## src/rab_defs.svh

```systemverilog
// width, slice count and config register layout macros for the remapping lane
`ifndef RAB_DEFS_SVH
`define RAB_DEFS_SVH

// address widths on the virtual and physical side
`define RAB_VADDR_W 32
`define RAB_PADDR_W 40

// config port data width
`define RAB_CFG_DATA_W 64

// slice bank layout with start, end, offset and flags per slice
`define RAB_N_SLICES 4
`define RAB_REGS_PER_SLICE 4
`define RAB_CFG_IDX_W 4

// burst fields of a request channel
`define RAB_SIZE_W 3
`define RAB_LEN_W 8

`endif

```

## src/rab_cfg_pkg.sv

```systemverilog
// slice configuration types: register field enum and slice flag struct
package rab_cfg_pkg;

  // register within one slice, lower two bits of the config index
  typedef enum logic [1:0] {
    FIELD_START  = 2'd0,
    FIELD_END    = 2'd1,
    FIELD_OFFSET = 2'd2,
    FIELD_FLAGS  = 2'd3
  } cfg_field_e;

  // low four bits of a FLAGS register
  // enable sits in bit 0 and coherent in bit 3
  typedef struct packed {
    logic coherent;
    logic write_en;
    logic read_en;
    logic enable;
  } slice_flags_t;

endpackage

```

## src/rab_lookup_pkg.sv

```systemverilog
// lookup types: FSM state enum and decision enum
package rab_lookup_pkg;

  // lookup FSM states
  typedef enum logic [1:0] {
    ST_IDLE      = 2'd0,
    ST_DECIDE    = 2'd1,
    ST_WAIT_SENT = 2'd2
  } lookup_state_e;

  // outcome of the slice compare for one request
  typedef enum logic [1:0] {
    DEC_ACCEPT = 2'd0,
    DEC_MISS   = 2'd1,
    DEC_PROT   = 2'd2,
    DEC_MULTI  = 2'd3
  } decision_e;

endpackage

```

## src/rab_cfg_regs.sv

```systemverilog
// rab_cfg_regs: slice start, end, offset and flag registers behind the config write port
`timescale 1ns/1ps
`include "rab_defs.svh"

module rab_cfg_regs (
  input  logic                                                  Clk_CI,
  input  logic                                                  Rst_RBI,
  input  logic                                                  cfg_we_i,
  input  logic [`RAB_CFG_IDX_W-1:0]                             cfg_idx_i,
  input  logic [`RAB_CFG_DATA_W-1:0]                            cfg_data_i,
  output logic [`RAB_N_SLICES-1:0][`RAB_VADDR_W-1:0]            slice_start_o,
  output logic [`RAB_N_SLICES-1:0][`RAB_VADDR_W-1:0]            slice_end_o,
  output logic [`RAB_N_SLICES-1:0][`RAB_PADDR_W-1:0]            slice_offset_o,
  output rab_cfg_pkg::slice_flags_t [`RAB_N_SLICES-1:0]         slice_flags_o
);

  localparam int VADDR_W = `RAB_VADDR_W;
  localparam int PADDR_W = `RAB_PADDR_W;
  localparam int SLICE_W = $clog2(`RAB_N_SLICES);
  localparam int FLAGS_W = $bits(rab_cfg_pkg::slice_flags_t);

  logic [SLICE_W-1:0]      slice_sel;
  rab_cfg_pkg::cfg_field_e field_sel;

  // index = slice * regs per slice + field
  assign slice_sel = SLICE_W'(cfg_idx_i / `RAB_REGS_PER_SLICE);
  assign field_sel = rab_cfg_pkg::cfg_field_e'(2'(cfg_idx_i % `RAB_REGS_PER_SLICE));

  // every slice comes out of reset disabled
  always_ff @(posedge Clk_CI or negedge Rst_RBI) begin
    if (!Rst_RBI) begin
      slice_start_o  <= '0;
      slice_end_o    <= '0;
      slice_offset_o <= '0;
      slice_flags_o  <= '0;
    end else if (cfg_we_i) begin
      case (field_sel)
        rab_cfg_pkg::FIELD_START: begin
          slice_start_o[slice_sel] <= cfg_data_i[VADDR_W-1:0];
        end
        rab_cfg_pkg::FIELD_END: begin
          slice_end_o[slice_sel] <= cfg_data_i[VADDR_W-1:0];
        end
        rab_cfg_pkg::FIELD_OFFSET: begin
          slice_offset_o[slice_sel] <= cfg_data_i[PADDR_W-1:0];
        end
        rab_cfg_pkg::FIELD_FLAGS: begin
          slice_flags_o[slice_sel] <= rab_cfg_pkg::slice_flags_t'(cfg_data_i[FLAGS_W-1:0]);
        end
      endcase
    end
  end

endmodule

```

## src/rab_req_arbiter.sv

```systemverilog
// rab_req_arbiter: channel priority, burst end address and request multiplexing
`timescale 1ns/1ps
`include "rab_defs.svh"

module rab_req_arbiter (
  input  logic                    Clk_CI,
  input  logic                    Rst_RBI,
  input  logic [`RAB_VADDR_W-1:0] p1_addr_i,
  input  logic [`RAB_VADDR_W-1:0] p2_addr_i,
  input  logic [`RAB_LEN_W-1:0]   p1_len_i,
  input  logic [`RAB_LEN_W-1:0]   p2_len_i,
  input  logic [`RAB_SIZE_W-1:0]  p1_size_i,
  input  logic [`RAB_SIZE_W-1:0]  p2_size_i,
  input  logic                    p1_valid_i,
  input  logic                    p2_valid_i,
  input  logic                    grant_p1_i,
  input  logic                    grant_p2_i,
  output logic [`RAB_VADDR_W-1:0] sel_addr_min_o,
  output logic [`RAB_VADDR_W-1:0] sel_addr_max_o,
  output logic                    sel_is_write_o,
  output logic                    sel_port_o,
  output logic                    any_valid_o
);

  localparam int VADDR_W = `RAB_VADDR_W;
  localparam int LEN_W   = `RAB_LEN_W;
  localparam int SIZE_W  = `RAB_SIZE_W;

  logic               prio_p1_q;
  logic               sel_p1;
  logic [VADDR_W-1:0] p1_end;
  logic [VADDR_W-1:0] p2_end;

  // last byte of a burst
  // the start is aligned down to the beat within the 8-byte bus word first
  function automatic logic [VADDR_W-1:0] burst_end(
    input logic [VADDR_W-1:0] addr,
    input logic [LEN_W-1:0]   len,
    input logic [SIZE_W-1:0]  size
  );
    logic [2:0]         low_mask;
    logic [VADDR_W-1:0] aligned;
    logic [VADDR_W-1:0] n_bytes;
    low_mask = 3'b111 << size;
    aligned  = {addr[VADDR_W-1:3], addr[2:0] & low_mask};
    n_bytes  = (VADDR_W'(len) + VADDR_W'(1)) << size;
    return aligned + n_bytes - VADDR_W'(1);
  endfunction

  // priority flips to the other channel after each grant
  always_ff @(posedge Clk_CI or negedge Rst_RBI) begin
    if (!Rst_RBI) begin
      prio_p1_q <= 1'b1;
    end else if (grant_p1_i) begin
      prio_p1_q <= 1'b0;
    end else if (grant_p2_i) begin
      prio_p1_q <= 1'b1;
    end
  end

  assign sel_p1 = p1_valid_i & (prio_p1_q | ~p2_valid_i);

  assign p1_end = burst_end(p1_addr_i, p1_len_i, p1_size_i);
  assign p2_end = burst_end(p2_addr_i, p2_len_i, p2_size_i);

  // channel 2 carries the writes
  assign sel_addr_min_o = sel_p1 ? p1_addr_i : p2_addr_i;
  assign sel_addr_max_o = sel_p1 ? p1_end : p2_end;
  assign sel_is_write_o = ~sel_p1;
  // high selects channel 1
  assign sel_port_o     = sel_p1;
  assign any_valid_o    = p1_valid_i | p2_valid_i;

endmodule

```

## src/rab_slice_match.sv

```systemverilog
// rab_slice_match: range compare over all slices with hit, protection and address translation
`timescale 1ns/1ps
`include "rab_defs.svh"

module rab_slice_match (
  input  logic [`RAB_VADDR_W-1:0]                       sel_addr_min_i,
  input  logic [`RAB_VADDR_W-1:0]                       sel_addr_max_i,
  input  logic                                          sel_is_write_i,
  input  logic [`RAB_N_SLICES-1:0][`RAB_VADDR_W-1:0]    slice_start_i,
  input  logic [`RAB_N_SLICES-1:0][`RAB_VADDR_W-1:0]    slice_end_i,
  input  logic [`RAB_N_SLICES-1:0][`RAB_PADDR_W-1:0]    slice_offset_i,
  input  rab_cfg_pkg::slice_flags_t [`RAB_N_SLICES-1:0] slice_flags_i,
  output rab_lookup_pkg::decision_e                     decision_o,
  output logic [`RAB_PADDR_W-1:0]                       out_addr_o,
  output logic                                          coherent_o
);

  localparam int N_SLICES = `RAB_N_SLICES;
  localparam int PADDR_W  = `RAB_PADDR_W;
  localparam int IDX_W    = $clog2(N_SLICES);
  localparam int CNT_W    = $clog2(N_SLICES) + 1;

  logic [N_SLICES-1:0]       hit;
  logic [CNT_W-1:0]          n_hits;
  logic [IDX_W-1:0]          hit_idx;
  rab_cfg_pkg::slice_flags_t hit_flags;
  logic                      rw_ok;

  // the whole burst range must fall inside an enabled slice
  always_comb begin
    n_hits  = '0;
    hit_idx = '0;
    for (int i = 0; i < N_SLICES; i++) begin
      hit[i] = slice_flags_i[i].enable &&
               (slice_start_i[i] <= sel_addr_min_i) &&
               (sel_addr_max_i <= slice_end_i[i]);
      if (hit[i]) begin
        n_hits  = n_hits + 1'b1;
        hit_idx = IDX_W'(i);
      end
    end
  end

  assign hit_flags = slice_flags_i[hit_idx];
  assign rw_ok     = sel_is_write_i ? hit_flags.write_en : hit_flags.read_en;

  // physical address = virtual - slice start + slice offset
  assign out_addr_o = PADDR_W'(sel_addr_min_i) - PADDR_W'(slice_start_i[hit_idx]) +
                      slice_offset_i[hit_idx];
  assign coherent_o = hit_flags.coherent;

  // multi-hit wins over protection
  always_comb begin
    if (n_hits == '0) begin
      decision_o = rab_lookup_pkg::DEC_MISS;
    end else if (n_hits > CNT_W'(1)) begin
      decision_o = rab_lookup_pkg::DEC_MULTI;
    end else if (!rw_ok) begin
      decision_o = rab_lookup_pkg::DEC_PROT;
    end else begin
      decision_o = rab_lookup_pkg::DEC_ACCEPT;
    end
  end

endmodule

```

## src/rab_lookup_fsm.sv

```systemverilog
// rab_lookup_fsm: capture, decide and wait-for-sent FSM with registered address outputs
`timescale 1ns/1ps
`include "rab_defs.svh"

module rab_lookup_fsm (
  input  logic                      Clk_CI,
  input  logic                      Rst_RBI,
  input  logic                      any_valid_i,
  input  logic                      sel_port_i,
  input  logic [`RAB_VADDR_W-1:0]   sel_addr_min_i,
  input  rab_lookup_pkg::decision_e decision_i,
  input  logic [`RAB_PADDR_W-1:0]   out_addr_i,
  input  logic                      coherent_i,
  input  logic                      p1_sent_i,
  input  logic                      p2_sent_i,
  output logic                      p1_accept_o,
  output logic                      p1_drop_o,
  output logic                      p2_accept_o,
  output logic                      p2_drop_o,
  output logic                      grant_p1_o,
  output logic                      grant_p2_o,
  output logic [`RAB_PADDR_W-1:0]   out_addr_o,
  output logic                      coherent_o,
  output logic                      miss_o,
  output logic                      prot_o,
  output logic                      multi_o,
  output logic [`RAB_VADDR_W-1:0]   miss_addr_o
);

  rab_lookup_pkg::lookup_state_e state_q;
  rab_lookup_pkg::lookup_state_e state_d;
  rab_lookup_pkg::decision_e     dec_q;
  logic                          port_p1_q;
  logic                          capture;
  logic                          deciding;
  logic                          accepted;
  logic                          sent_sel;

  assign capture  = (state_q == rab_lookup_pkg::ST_IDLE) && any_valid_i;
  assign deciding = (state_q == rab_lookup_pkg::ST_DECIDE);
  assign accepted = (dec_q == rab_lookup_pkg::DEC_ACCEPT);
  // only the granted channel's sent ends the wait
  assign sent_sel = port_p1_q ? p1_sent_i : p2_sent_i;

  always_comb begin
    state_d = state_q;
    case (state_q)
      rab_lookup_pkg::ST_IDLE: begin
        if (any_valid_i) begin
          state_d = rab_lookup_pkg::ST_DECIDE;
        end
      end
      rab_lookup_pkg::ST_DECIDE: begin
        // sent may already come with the accept
        if (!accepted || sent_sel) begin
          state_d = rab_lookup_pkg::ST_IDLE;
        end else begin
          state_d = rab_lookup_pkg::ST_WAIT_SENT;
        end
      end
      rab_lookup_pkg::ST_WAIT_SENT: begin
        if (sent_sel) begin
          state_d = rab_lookup_pkg::ST_IDLE;
        end
      end
      default: begin
        state_d = rab_lookup_pkg::ST_IDLE;
      end
    endcase
  end

  always_ff @(posedge Clk_CI or negedge Rst_RBI) begin
    if (!Rst_RBI) begin
      state_q     <= rab_lookup_pkg::ST_IDLE;
      dec_q       <= rab_lookup_pkg::DEC_MISS;
      port_p1_q   <= 1'b1;
      out_addr_o  <= '0;
      coherent_o  <= 1'b0;
      miss_addr_o <= '0;
    end else begin
      state_q <= state_d;
      if (capture) begin
        dec_q      <= decision_i;
        port_p1_q  <= sel_port_i;
        out_addr_o <= out_addr_i;
        coherent_o <= coherent_i;
        // miss address is kept until the next miss
        if (decision_i == rab_lookup_pkg::DEC_MISS) begin
          miss_addr_o <= sel_addr_min_i;
        end
      end
    end
  end

  // one-cycle pulses in ST_DECIDE, decoded from the captured decision
  assign p1_accept_o = deciding && port_p1_q && accepted;
  assign p1_drop_o   = deciding && port_p1_q && !accepted;
  assign p2_accept_o = deciding && !port_p1_q && accepted;
  assign p2_drop_o   = deciding && !port_p1_q && !accepted;

  assign grant_p1_o = deciding && port_p1_q;
  assign grant_p2_o = deciding && !port_p1_q;

  assign miss_o  = deciding && (dec_q == rab_lookup_pkg::DEC_MISS);
  assign prot_o  = deciding && (dec_q == rab_lookup_pkg::DEC_PROT);
  assign multi_o = deciding && (dec_q == rab_lookup_pkg::DEC_MULTI);

endmodule

```

## src/rab_core.sv

```systemverilog
// rab_core: one remapping lane built from config bank, arbiter, slice compare and lookup FSM
`timescale 1ns/1ps
`include "rab_defs.svh"

module rab_core (
  input  logic                       Clk_CI,
  input  logic                       Rst_RBI,
  input  logic                       cfg_we_i,
  input  logic [`RAB_CFG_IDX_W-1:0]  cfg_idx_i,
  input  logic [`RAB_CFG_DATA_W-1:0] cfg_data_i,
  input  logic [`RAB_VADDR_W-1:0]    p1_addr_i,
  input  logic [`RAB_LEN_W-1:0]      p1_len_i,
  input  logic [`RAB_SIZE_W-1:0]     p1_size_i,
  input  logic                       p1_valid_i,
  input  logic                       p1_sent_i,
  input  logic [`RAB_VADDR_W-1:0]    p2_addr_i,
  input  logic [`RAB_LEN_W-1:0]      p2_len_i,
  input  logic [`RAB_SIZE_W-1:0]     p2_size_i,
  input  logic                       p2_valid_i,
  input  logic                       p2_sent_i,
  output logic                       p1_accept_o,
  output logic                       p1_drop_o,
  output logic                       p2_accept_o,
  output logic                       p2_drop_o,
  output logic [`RAB_PADDR_W-1:0]    out_addr_o,
  output logic                       coherent_o,
  output logic                       miss_o,
  output logic                       prot_o,
  output logic                       multi_o,
  output logic [`RAB_VADDR_W-1:0]    miss_addr_o
);

  localparam int N_SLICES = `RAB_N_SLICES;
  localparam int VADDR_W  = `RAB_VADDR_W;
  localparam int PADDR_W  = `RAB_PADDR_W;

  // slice bank contents
  logic [N_SLICES-1:0][VADDR_W-1:0]     slice_start;
  logic [N_SLICES-1:0][VADDR_W-1:0]     slice_end;
  logic [N_SLICES-1:0][PADDR_W-1:0]     slice_offset;
  rab_cfg_pkg::slice_flags_t [N_SLICES-1:0] slice_flags;

  // selected request
  logic [VADDR_W-1:0] sel_addr_min;
  logic [VADDR_W-1:0] sel_addr_max;
  logic               sel_is_write;
  logic               sel_port;
  logic               any_valid;

  // compare result and grant feedback
  rab_lookup_pkg::decision_e decision;
  logic [PADDR_W-1:0]        match_out_addr;
  logic                      match_coherent;
  logic                      grant_p1;
  logic                      grant_p2;

  rab_cfg_regs rab_cfg_regs_i (
    .Clk_CI         ( Clk_CI       ),
    .Rst_RBI        ( Rst_RBI      ),
    .cfg_we_i       ( cfg_we_i     ),
    .cfg_idx_i      ( cfg_idx_i    ),
    .cfg_data_i     ( cfg_data_i   ),
    .slice_start_o  ( slice_start  ),
    .slice_end_o    ( slice_end    ),
    .slice_offset_o ( slice_offset ),
    .slice_flags_o  ( slice_flags  )
  );

  rab_req_arbiter rab_req_arbiter_i (
    .Clk_CI         ( Clk_CI       ),
    .Rst_RBI        ( Rst_RBI      ),
    .p1_addr_i      ( p1_addr_i    ),
    .p2_addr_i      ( p2_addr_i    ),
    .p1_len_i       ( p1_len_i     ),
    .p2_len_i       ( p2_len_i     ),
    .p1_size_i      ( p1_size_i    ),
    .p2_size_i      ( p2_size_i    ),
    .p1_valid_i     ( p1_valid_i   ),
    .p2_valid_i     ( p2_valid_i   ),
    .grant_p1_i     ( grant_p1     ),
    .grant_p2_i     ( grant_p2     ),
    .sel_addr_min_o ( sel_addr_min ),
    .sel_addr_max_o ( sel_addr_max ),
    .sel_is_write_o ( sel_is_write ),
    .sel_port_o     ( sel_port     ),
    .any_valid_o    ( any_valid    )
  );

  rab_slice_match rab_slice_match_i (
    .sel_addr_min_i ( sel_addr_min   ),
    .sel_addr_max_i ( sel_addr_max   ),
    .sel_is_write_i ( sel_is_write   ),
    .slice_start_i  ( slice_start    ),
    .slice_end_i    ( slice_end      ),
    .slice_offset_i ( slice_offset   ),
    .slice_flags_i  ( slice_flags    ),
    .decision_o     ( decision       ),
    .out_addr_o     ( match_out_addr ),
    .coherent_o     ( match_coherent )
  );

  rab_lookup_fsm rab_lookup_fsm_i (
    .Clk_CI         ( Clk_CI         ),
    .Rst_RBI        ( Rst_RBI        ),
    .any_valid_i    ( any_valid      ),
    .sel_port_i     ( sel_port       ),
    .sel_addr_min_i ( sel_addr_min   ),
    .decision_i     ( decision       ),
    .out_addr_i     ( match_out_addr ),
    .coherent_i     ( match_coherent ),
    .p1_sent_i      ( p1_sent_i      ),
    .p2_sent_i      ( p2_sent_i      ),
    .p1_accept_o    ( p1_accept_o    ),
    .p1_drop_o      ( p1_drop_o      ),
    .p2_accept_o    ( p2_accept_o    ),
    .p2_drop_o      ( p2_drop_o      ),
    .grant_p1_o     ( grant_p1       ),
    .grant_p2_o     ( grant_p2       ),
    .out_addr_o     ( out_addr_o     ),
    .coherent_o     ( coherent_o     ),
    .miss_o         ( miss_o         ),
    .prot_o         ( prot_o         ),
    .multi_o        ( multi_o        ),
    .miss_addr_o    ( miss_addr_o    )
  );

endmodule

```

## config.mk

```make
export PLATFORM = sky130hd
export DESIGN_NAME = rab_core
export DESIGN_NICKNAME = d
export VERILOG_FILES = /design/src/rab_cfg_pkg.sv /design/src/rab_lookup_pkg.sv /design/src/rab_cfg_regs.sv /design/src/rab_req_arbiter.sv /design/src/rab_slice_match.sv /design/src/rab_lookup_fsm.sv /design/src/rab_core.sv
export VERILOG_INCLUDE_DIRS = /design/src
export SDC_FILE = /design/constraint.sdc
export NUM_CORES = 2
export LEC_CHECK = 0
export ABC_AREA = 1
export BUFFER_PORTS_ARGS = -buffer_cell sky130_fd_sc_hd__clkbuf_2
export CORE_ASPECT_RATIO = 0.6
export CORE_MARGIN = 10
export CORE_UTILIZATION = 45
export CTS_CLUSTER_SIZE = 10
export DETAILED_ROUTE_END_ITERATION = 12
export GPL_ROUTABILITY_DRIVEN = 0
export HOLD_SLACK_MARGIN = 0.15
export SYNTH_ARGS = -nofsm -noshare
export SYNTH_HDL_FRONTEND = slang
export SYNTH_HIERARCHICAL = 1
export SYNTH_SLANG_ARGS = --single-unit
```

## constraint.sdc

```tcl
create_clock -name Clk_CI -period 9.7 [get_ports Clk_CI]
set_clock_uncertainty 0.2 [all_clocks]
set_input_delay 1.94 -clock Clk_CI [delete_from_list [all_inputs] [get_ports Clk_CI]]
set_output_delay 1.94 -clock Clk_CI [all_outputs]
set_load 0.01 [all_outputs]
```

-- Yosys cells after proc, flatten, opt, wreduce, memory -nomap -nowiden
Index checks and enable logic that the tools add are counted.
Widths: inputs -> output; s select.
- bits of input ports: 161
- output and inout port bits: 80
- register bits: 511
- bitwise gates (word level): 6
- muxes and demuxes: 36
- order comparisons: 12
- shift operators: 4
- reduce and logical (&&, ||, !) cells: 33
- equality and inequality tests: 11
- $add $sub $neg: 11
- operators with widths (kind ; number):
    $bwmux 128 ; 2
    $le 32x32->1 ; 8
    $bwmux 160 ; 1
    $mux 32 ; 4
    $bmux 40 s2 ; 1
    $demux 40 s2 ; 1
    $mux 40 ; 2
    $add 32x32->32 ; 2
    $bmux 32 s2 ; 1
    $demux 32 s2 ; 1
    $shl 32x3->32 ; 2
    $sub 32x1->32 const B ; 2
    $add 40x40->40 ; 1
    $sub 32x32->33 ; 1
    $logic_and 1x1->1 ; 19
    $add 8x1->9 const B ; 2
    $bwmux 16 ; 1
    $mux 2 ; 8
    $reduce_and 2->1 ; 6
    $eq 2x2->1 const B ; 5
    $mux 3 ; 3
    $bmux 4 s2 ; 1
    $demux 4 s2 ; 1
    $eq 2x1->1 const B ; 4
    other kinds (19) ; 34

-- Longest topological paths before layout
- depth after elaboration: 19
- depth in mapped cells: 72
- mapped depth without buffers: 71

-- By module
The synthesis kept the hierarchy.
- by module, submodules not included (module ; cells each ; area each (um^2) ; times used):
    rab_cfg_regs ; 1993 ; 17309.1 ; 1
    rab_slice_match ; 2209 ; 13028.7 ; 1
    rab_req_arbiter ; 1463 ; 7105.6 ; 1
    rab_lookup_fsm ; 354 ; 3118.0 ; 1

-- Worst setup path after synthesis
No wires, ideal clock.
- path type: input -> register
- from: in p1_len_i[0]
- to: reg rab_lookup_fsm_i.out_addr_o[31]
- setup slack: -100 ps
- arrival: 9483 ps
- setup time: 116 ps
- stages: 64
- path through: ha_1 > nand4_2 > inv_2 > nand4_1 > or2_0 > o21ai_2 > nand2_1 > ha_1 > inv_1 > ha_1 > nand2_1 > inv_1 > nand2_1 > nand2_1 > a21oi_1 > nand2_2 > o21ai_0 > inv_1 > [... 28 more ...] > nand2_1 > nand2_1 > nand2_1 > nand2_1 > nand2_1 > xor2_1 > ha_1 > a21oi_1 > inv_1 > a31oi_1 > o211ai_1 > a21oi_1 > o21ai_0 > nand2_1 > nand2_1 > xor2_1 > nand2_1 > nand2_1
- word-level cells in the longest chain between the ends: 14
- RTL lines (element ; RTL line ; RTL):
    start: declaration ; rab_core.sv:12 ; input logic [`RAB_LEN_W-1:0] p1_len_i,
    $add 8x1->9 * ; rab_req_arbiter.sv:46 ; n_bytes = (VADDR_W'(len) + VADDR_W'(1)) << size;
    $shl 32x3->32 * ; rab_req_arbiter.sv:46 ;
    $add 32x32->32 * ; rab_req_arbiter.sv:47 ; return aligned + n_bytes - VADDR_W'(1);
    $sub 32x1->32 * ; rab_req_arbiter.sv:47 ;
    $mux 32 * ; rab_req_arbiter.sv:68 ; assign sel_addr_max_o = sel_p1 ? p1_end : p2_end;
    net sel_addr_max[15] ; rab_core.sv:45 ; logic [VADDR_W-1:0] sel_addr_max;
    $le 32x32->1 ; rab_slice_match.sv:36 ; (sel_addr_max_i <= slice_end_i[i]);
    $logic_and 1x1->1 ; rab_slice_match.sv:35 ; (slice_start_i[i] <= sel_addr_min_i) &&
    $mux 1 ; rab_slice_match.sv:37 ; if (hit[i]) begin
    $mux 2 ; rab_slice_match.sv:37 ;
    $mux 2 * ; rab_slice_match.sv:37 ;
    $bmux 32 s2 ; rab_slice_match.sv:48 ; assign out_addr_o = PADDR_W'(sel_addr_min_i) - PADDR_W'(slice_start_i[hit_idx]) +
    $mux 32 (not written as such) ; rab_slice_match.sv:48 ;
    $sub 32x32->33 ; rab_slice_match.sv:48 ;
    $add 40x40->40 * ; rab_slice_match.sv:48 ;
    net match_out_addr[31] ; rab_core.sv:52 ; logic [PADDR_W-1:0] match_out_addr;
    end signal: assignment ; rab_lookup_fsm.sv:85 ; out_addr_o <= out_addr_i;
    end: declaration ; rab_lookup_fsm.sv:22 ; output logic [`RAB_PADDR_W-1:0] out_addr_o,
The timed path passes the listed nets; every way through them passes the cells marked *. The select of a mux whose other input is x is not followed.
A chain may end at the register's enable or synchronous reset.

-- Worst setup path in the final report
- from: in p1_len_i[0]
- to: reg rab_lookup_fsm_i.out_addr_o[35]
The elaborated chain is that of the path after synthesis.

==> flow_summary.rst <==
.. list-table::
   :header-rows: 1

   * - Metric
     - Value
   * - Fraction of final layout cells sized beyond drive strength 1
     - 0.261
   * - Count of pins on the block boundary
     - 241
   * - Layout-stage area growth over the synthesis result
     - 33.5%
   * - Hold path cells
     - 2
   * - Share of the clock period used by the worst path
     - 1.07
   * - Maximum number of pins on one net before global-route repair
     - ~150
   * - Actual transition at the worst max-transition pin
     - between 1 and 1.5 ns
   * - Overall power consumption
     - 0.0201 W
   * - Final nets
     - 7413
   * - Worst Hold Class
     - reg -> reg
   * - Final Max Tran Viols
     - 0
   * - Die span in y
     - 253 microns
   * - WP depth
     - 67
   * - Total wirelength of the detailed-routed design
     - around 160 mm
   * - Skew-Pair Late Insertion Delay
     - between 0.6 and 0.7 ns
   * - Post-DP HPWL
     - 114 mm
   * - Die Wd
     - 408 microns
   * - Total die area
     - 103000 sq um
   * - Cell Rows
     - 85
   * - Clock sinks
     - 511
   * - Total number of vias
     - between 40000 and 50000
   * - Post-Syn Area per Cell
     - 6.74 sq um
   * - Clock Tree Root
     - sky130_fd_sc_hd__clkbuf_16
   * - Type of element capturing the critical path
     - flop
   * - Post-synthesis instance total
     - about 6000
   * - Total leakage power
     - between 20 and 30 nW
   * - Max FO, Critical Path
     - 7
   * - Iteration count of the initial detailed-routing pass
     - 6
   * - Power per Cell Area
     - between 300 and 400 nW/um^2
   * - Wire length of the first global-routing pass
     - between 200 and 250 mm
   * - Most frequent cell on the critical path
     - sky130_fd_sc_hd__nand2_1
   * - Max-cap violation count
     - 0
   * - Number of I/O port buffers
     - 216
   * - Area of the core
     - slightly below 90000 sq um
   * - Initial Util
     - 0.453
   * - Placed Cells
     - slightly below 8000
   * - Post-Syn Nets
     - 6611
   * - Critical path data required time
     - 10.02 ns
   * - Relative slew margins
     - 0.138
   * - Failing checks
     - negative setup slack
   * - Gate family responsible for the most delay along the worst path
     - simple AND/OR/NAND/NOR gates
   * - Status
     - complete, but fails checks
   * - Final antenna-violating net count
     - 0
   * - Area of the mapped netlist
     - between 40000 and 50000 sq um
   * - Final hold slack
     - between 0.2 and 0.3 ns
   * - Flip-flop and latch count after synthesis
     - between 500 and 600
   * - Worst IR drop on VDD
     - 0.403 mV
   * - Share of the yosys chip area belonging to registers
     - 0.315
   * - Startpoint types
     - input port
   * - Cell variety after synth
     - 60
   * - Final setup slack of the worst path
     - -0.664 ns
   * - Overall Global Routing Usage
     - 0.288
   * - Unrepaired setup endpoints after global routing
     - true
   * - Via density
     - around 5.4
   * - Residual DRC
     - 0
   * - Total overflow reported by the global router
     - 0
   * - Vias in the first global route
     - 40217
   * - CTS tree
     - yes
   * - Crit path buf inv count
     - 16
   * - Antenna violations before repair
     - 5
   * - Critical Setup Path Class
     - in -> reg
   * - Clock Pin Slew Worst Setup and Hold Paths
     - ~0.050 ns
   * - Maximum buffer depth of the clock tree
     - 3
   * - Per-cell routed wire length
     - 19.4 microns
   * - Depth of the most critical reg-to-reg path
     - a little under 50
   * - Deepest level of the CTS H-tree
     - 2
   * - Data arrival time of the worst path
     - 10.69 ns
   * - Slowest cell on the critical path
     - sky130_fd_sc_hd__ha_1
   * - Clock period minus worst slack
     - 10.36 ns
   * - Non-filler instance count after layout
     - ~8000
   * - Final-report hold violation count
     - 0
   * - Number of warnings issued by yosys
     - 6
   * - Final setup fails
     - 28
   * - Fmax
     - approximately 0.096 GHz
   * - Starting DRT DRC Count
     - between 4000 and 5000
   * - Maximum cell stage delay along the critical path
     - 0.35 ns
   * - TritonCTS Buffers
     - between 50 and 60
metrics by stage:
step / cell area (sq um) / setup TNS [ns] / util / worst slack (ns)
floorplan: 40600 / 0 / - / 0.00224
global placement: 47500 / -45.16 / 0.530 / -1.93
detailed placement: 47500 / -50.71 / 0.530 / -1.99
CTS: 52100 / -3.33 / 0.582 / -0.327
global route: 54100 / -19.61 / 0.605 / -0.941
finish: 54200 / -10.66 / 0.605 / -0.664
path summary, 6_finish.rpt:
path | startpoint | end | slack, ns
min in group asynchronous | Rst_RBI | rab_cfg_regs_i/slice_end_o[123] | 1.06
worst min register to register | rab_cfg_regs_i/slice_flags_o[11] | rab_cfg_regs_i/slice_flags_o[11] | 0.26
worst min-delay path | rab_cfg_regs_i/slice_flags_o[11] | rab_cfg_regs_i/slice_flags_o[11] | 0.26
worst max-delay path | p1_len_i[0] | rab_lookup_fsm_i/out_addr_o[35] | -0.66
worst max register to register | rab_req_arbiter_i/prio_p1_q | rab_lookup_fsm_i/out_addr_o[35] | 1.41
max in group asynchronous | Rst_RBI | rab_cfg_regs_i/slice_offset_o[8] | 6.08
flip-flops by register name, indices dropped and copies added (netlist names):
register	flops
rab_cfg_regs_i/slice_offset_o	160
rab_cfg_regs_i/slice_end_o	128
rab_cfg_regs_i/slice_start_o	128
rab_lookup_fsm_i/out_addr_o	40
rab_lookup_fsm_i/miss_addr_o	32
rab_cfg_regs_i/slice_flags_o	16
rab_lookup_fsm_i/dec_q	2
rab_lookup_fsm_i/state_q	2
rab_lookup_fsm_i/coherent_o	1
rab_lookup_fsm_i/port_p1_q	1
rab_req_arbiter_i/prio_p1_q	1
cells in the final DEF (no fill, tap or decap), drive strengths merged, types with 4 or more instances in the layout:
master  netlist  layout
o211ai       39      39
xor2         58      58
a21o         12      12
nand3       193     193
a21oi       266     266
xnor2        25      25
o21ai       309     309
ha          427     427
nand4       201     201
or2          39      39
nor3         30      30
mux2i         4       4
o21bai       80      80
nand3b        9       9
fa            4       4
nor4         10      10
clkbuf      125     287
a211oi        5       5
nand2      2389    2389
a31oi        19      19
buf         115     770
inv         776     778
a221oi        4       4
a21boi        7       7
dfrtp       508     508
nor2        331     331
o21a         16      16
power by group:
| part | leakage, nW | switching, W | total (W) | internal, W |
|---|---|---|---|---|
| clock network | 0.785 | 0.000929 | 0.00204 | 0.00111 |
| logic | 22.0 | 0.00813 | 0.0149 | 0.00680 |
| registers | 6.41 | 0.000379 | 0.00308 | 0.00270 |
cell usage after synthesis (all sizes together):
cell type	number	area share
nand2	2389	0.22
inv	776	0.072
dfrtp	508	0.31
ha	427	0.13
nor2	331	0.032
o21ai	309	0.038
a21oi	266	0.033
nand4	201	0.031
nand3	193	0.025
clkbuf	125	0.012
buf	115	0.015
o21bai	80	0.015
xor2	58	0.013
o211ai	39	0.0086
or2	39	0.0060
nor3	30	0.0041
xnor2	25	0.0054
a31oi	19	0.0029
o21a	16	0.0030
a21o	12	0.0022
nor4	10	0.0024
nand3b	9	0.0017
a21boi	7	0.0014
a211oi	5	0.00093
a221oi	4	0.00086
fa	4	0.0020
mux2i	4	0.00099
and2	3	0.00046
and3	3	0.00046
dfstp	3	0.0019
o221ai	2	0.00043
o22ai	2	0.00031
a2111oi	1	0.00022
a311oi	1	0.00022
a31o	1	0.00022
o2111ai	1	0.00022
o32ai	1	0.00022
area by class of cell:
type	instances	area, sq um
Inverter	776	2930
Tap cell	1218	1520
Clock buffer	75	1530
Sequential cell	511	12800
Clock inverter	5	97.6
Fill cell	8236	35400
Timing Repair Buffer	982	7350
Multi-Input combinational cell	4492	27900
Antenna cell	3	7.51
cell families (layout without fill, tap and decap cells):
| kind of cell | count (synthesis) | in the layout | share of synthesized area |
|---|---|---|---|
| compound gates | 766 | 766 | 0.108 |
| xor+xnor | 83 | 83 | 0.0179 |
| fa+ha+maj | 431 | 431 | 0.134 |
| buf+inv | 1016 | 1838 | 0.0982 |
| flops | 511 | 511 | 0.315 |
| mux | 4 | 4 | 0.000987 |
| other cells | 0 | 3 | 0 |
| simple gates | 3208 | 3208 | 0.326 |
worst min-delay path, stage by stage, from the launching register on:
cell	delay (ns)
sky130_fd_sc_hd__dfrtp_1	0.34
sky130_fd_sc_hd__nand2_1	0.05
sky130_fd_sc_hd__nand2_1	0.04
repair_timing:
item	in CTS	in global routing
cloned	1	0
setup buffers	71	34
pin swaps	194	194
hold buffers	0	0
setup endpoints to repair	32	33
resized for setup	568	387
layer usage:
metal / up-vias / part of all wire / GRT usage
met5: - / 0.00018 / 0
met4: 6 / 0.019 / 0.0570
met3: 171 / 0.11 / 0.0646
met1: 20499 / 0.47 / 0.443
li1: 20754 / - / -
met2: 1841 / 0.40 / 0.404
(Power assumes the default switching activity.)
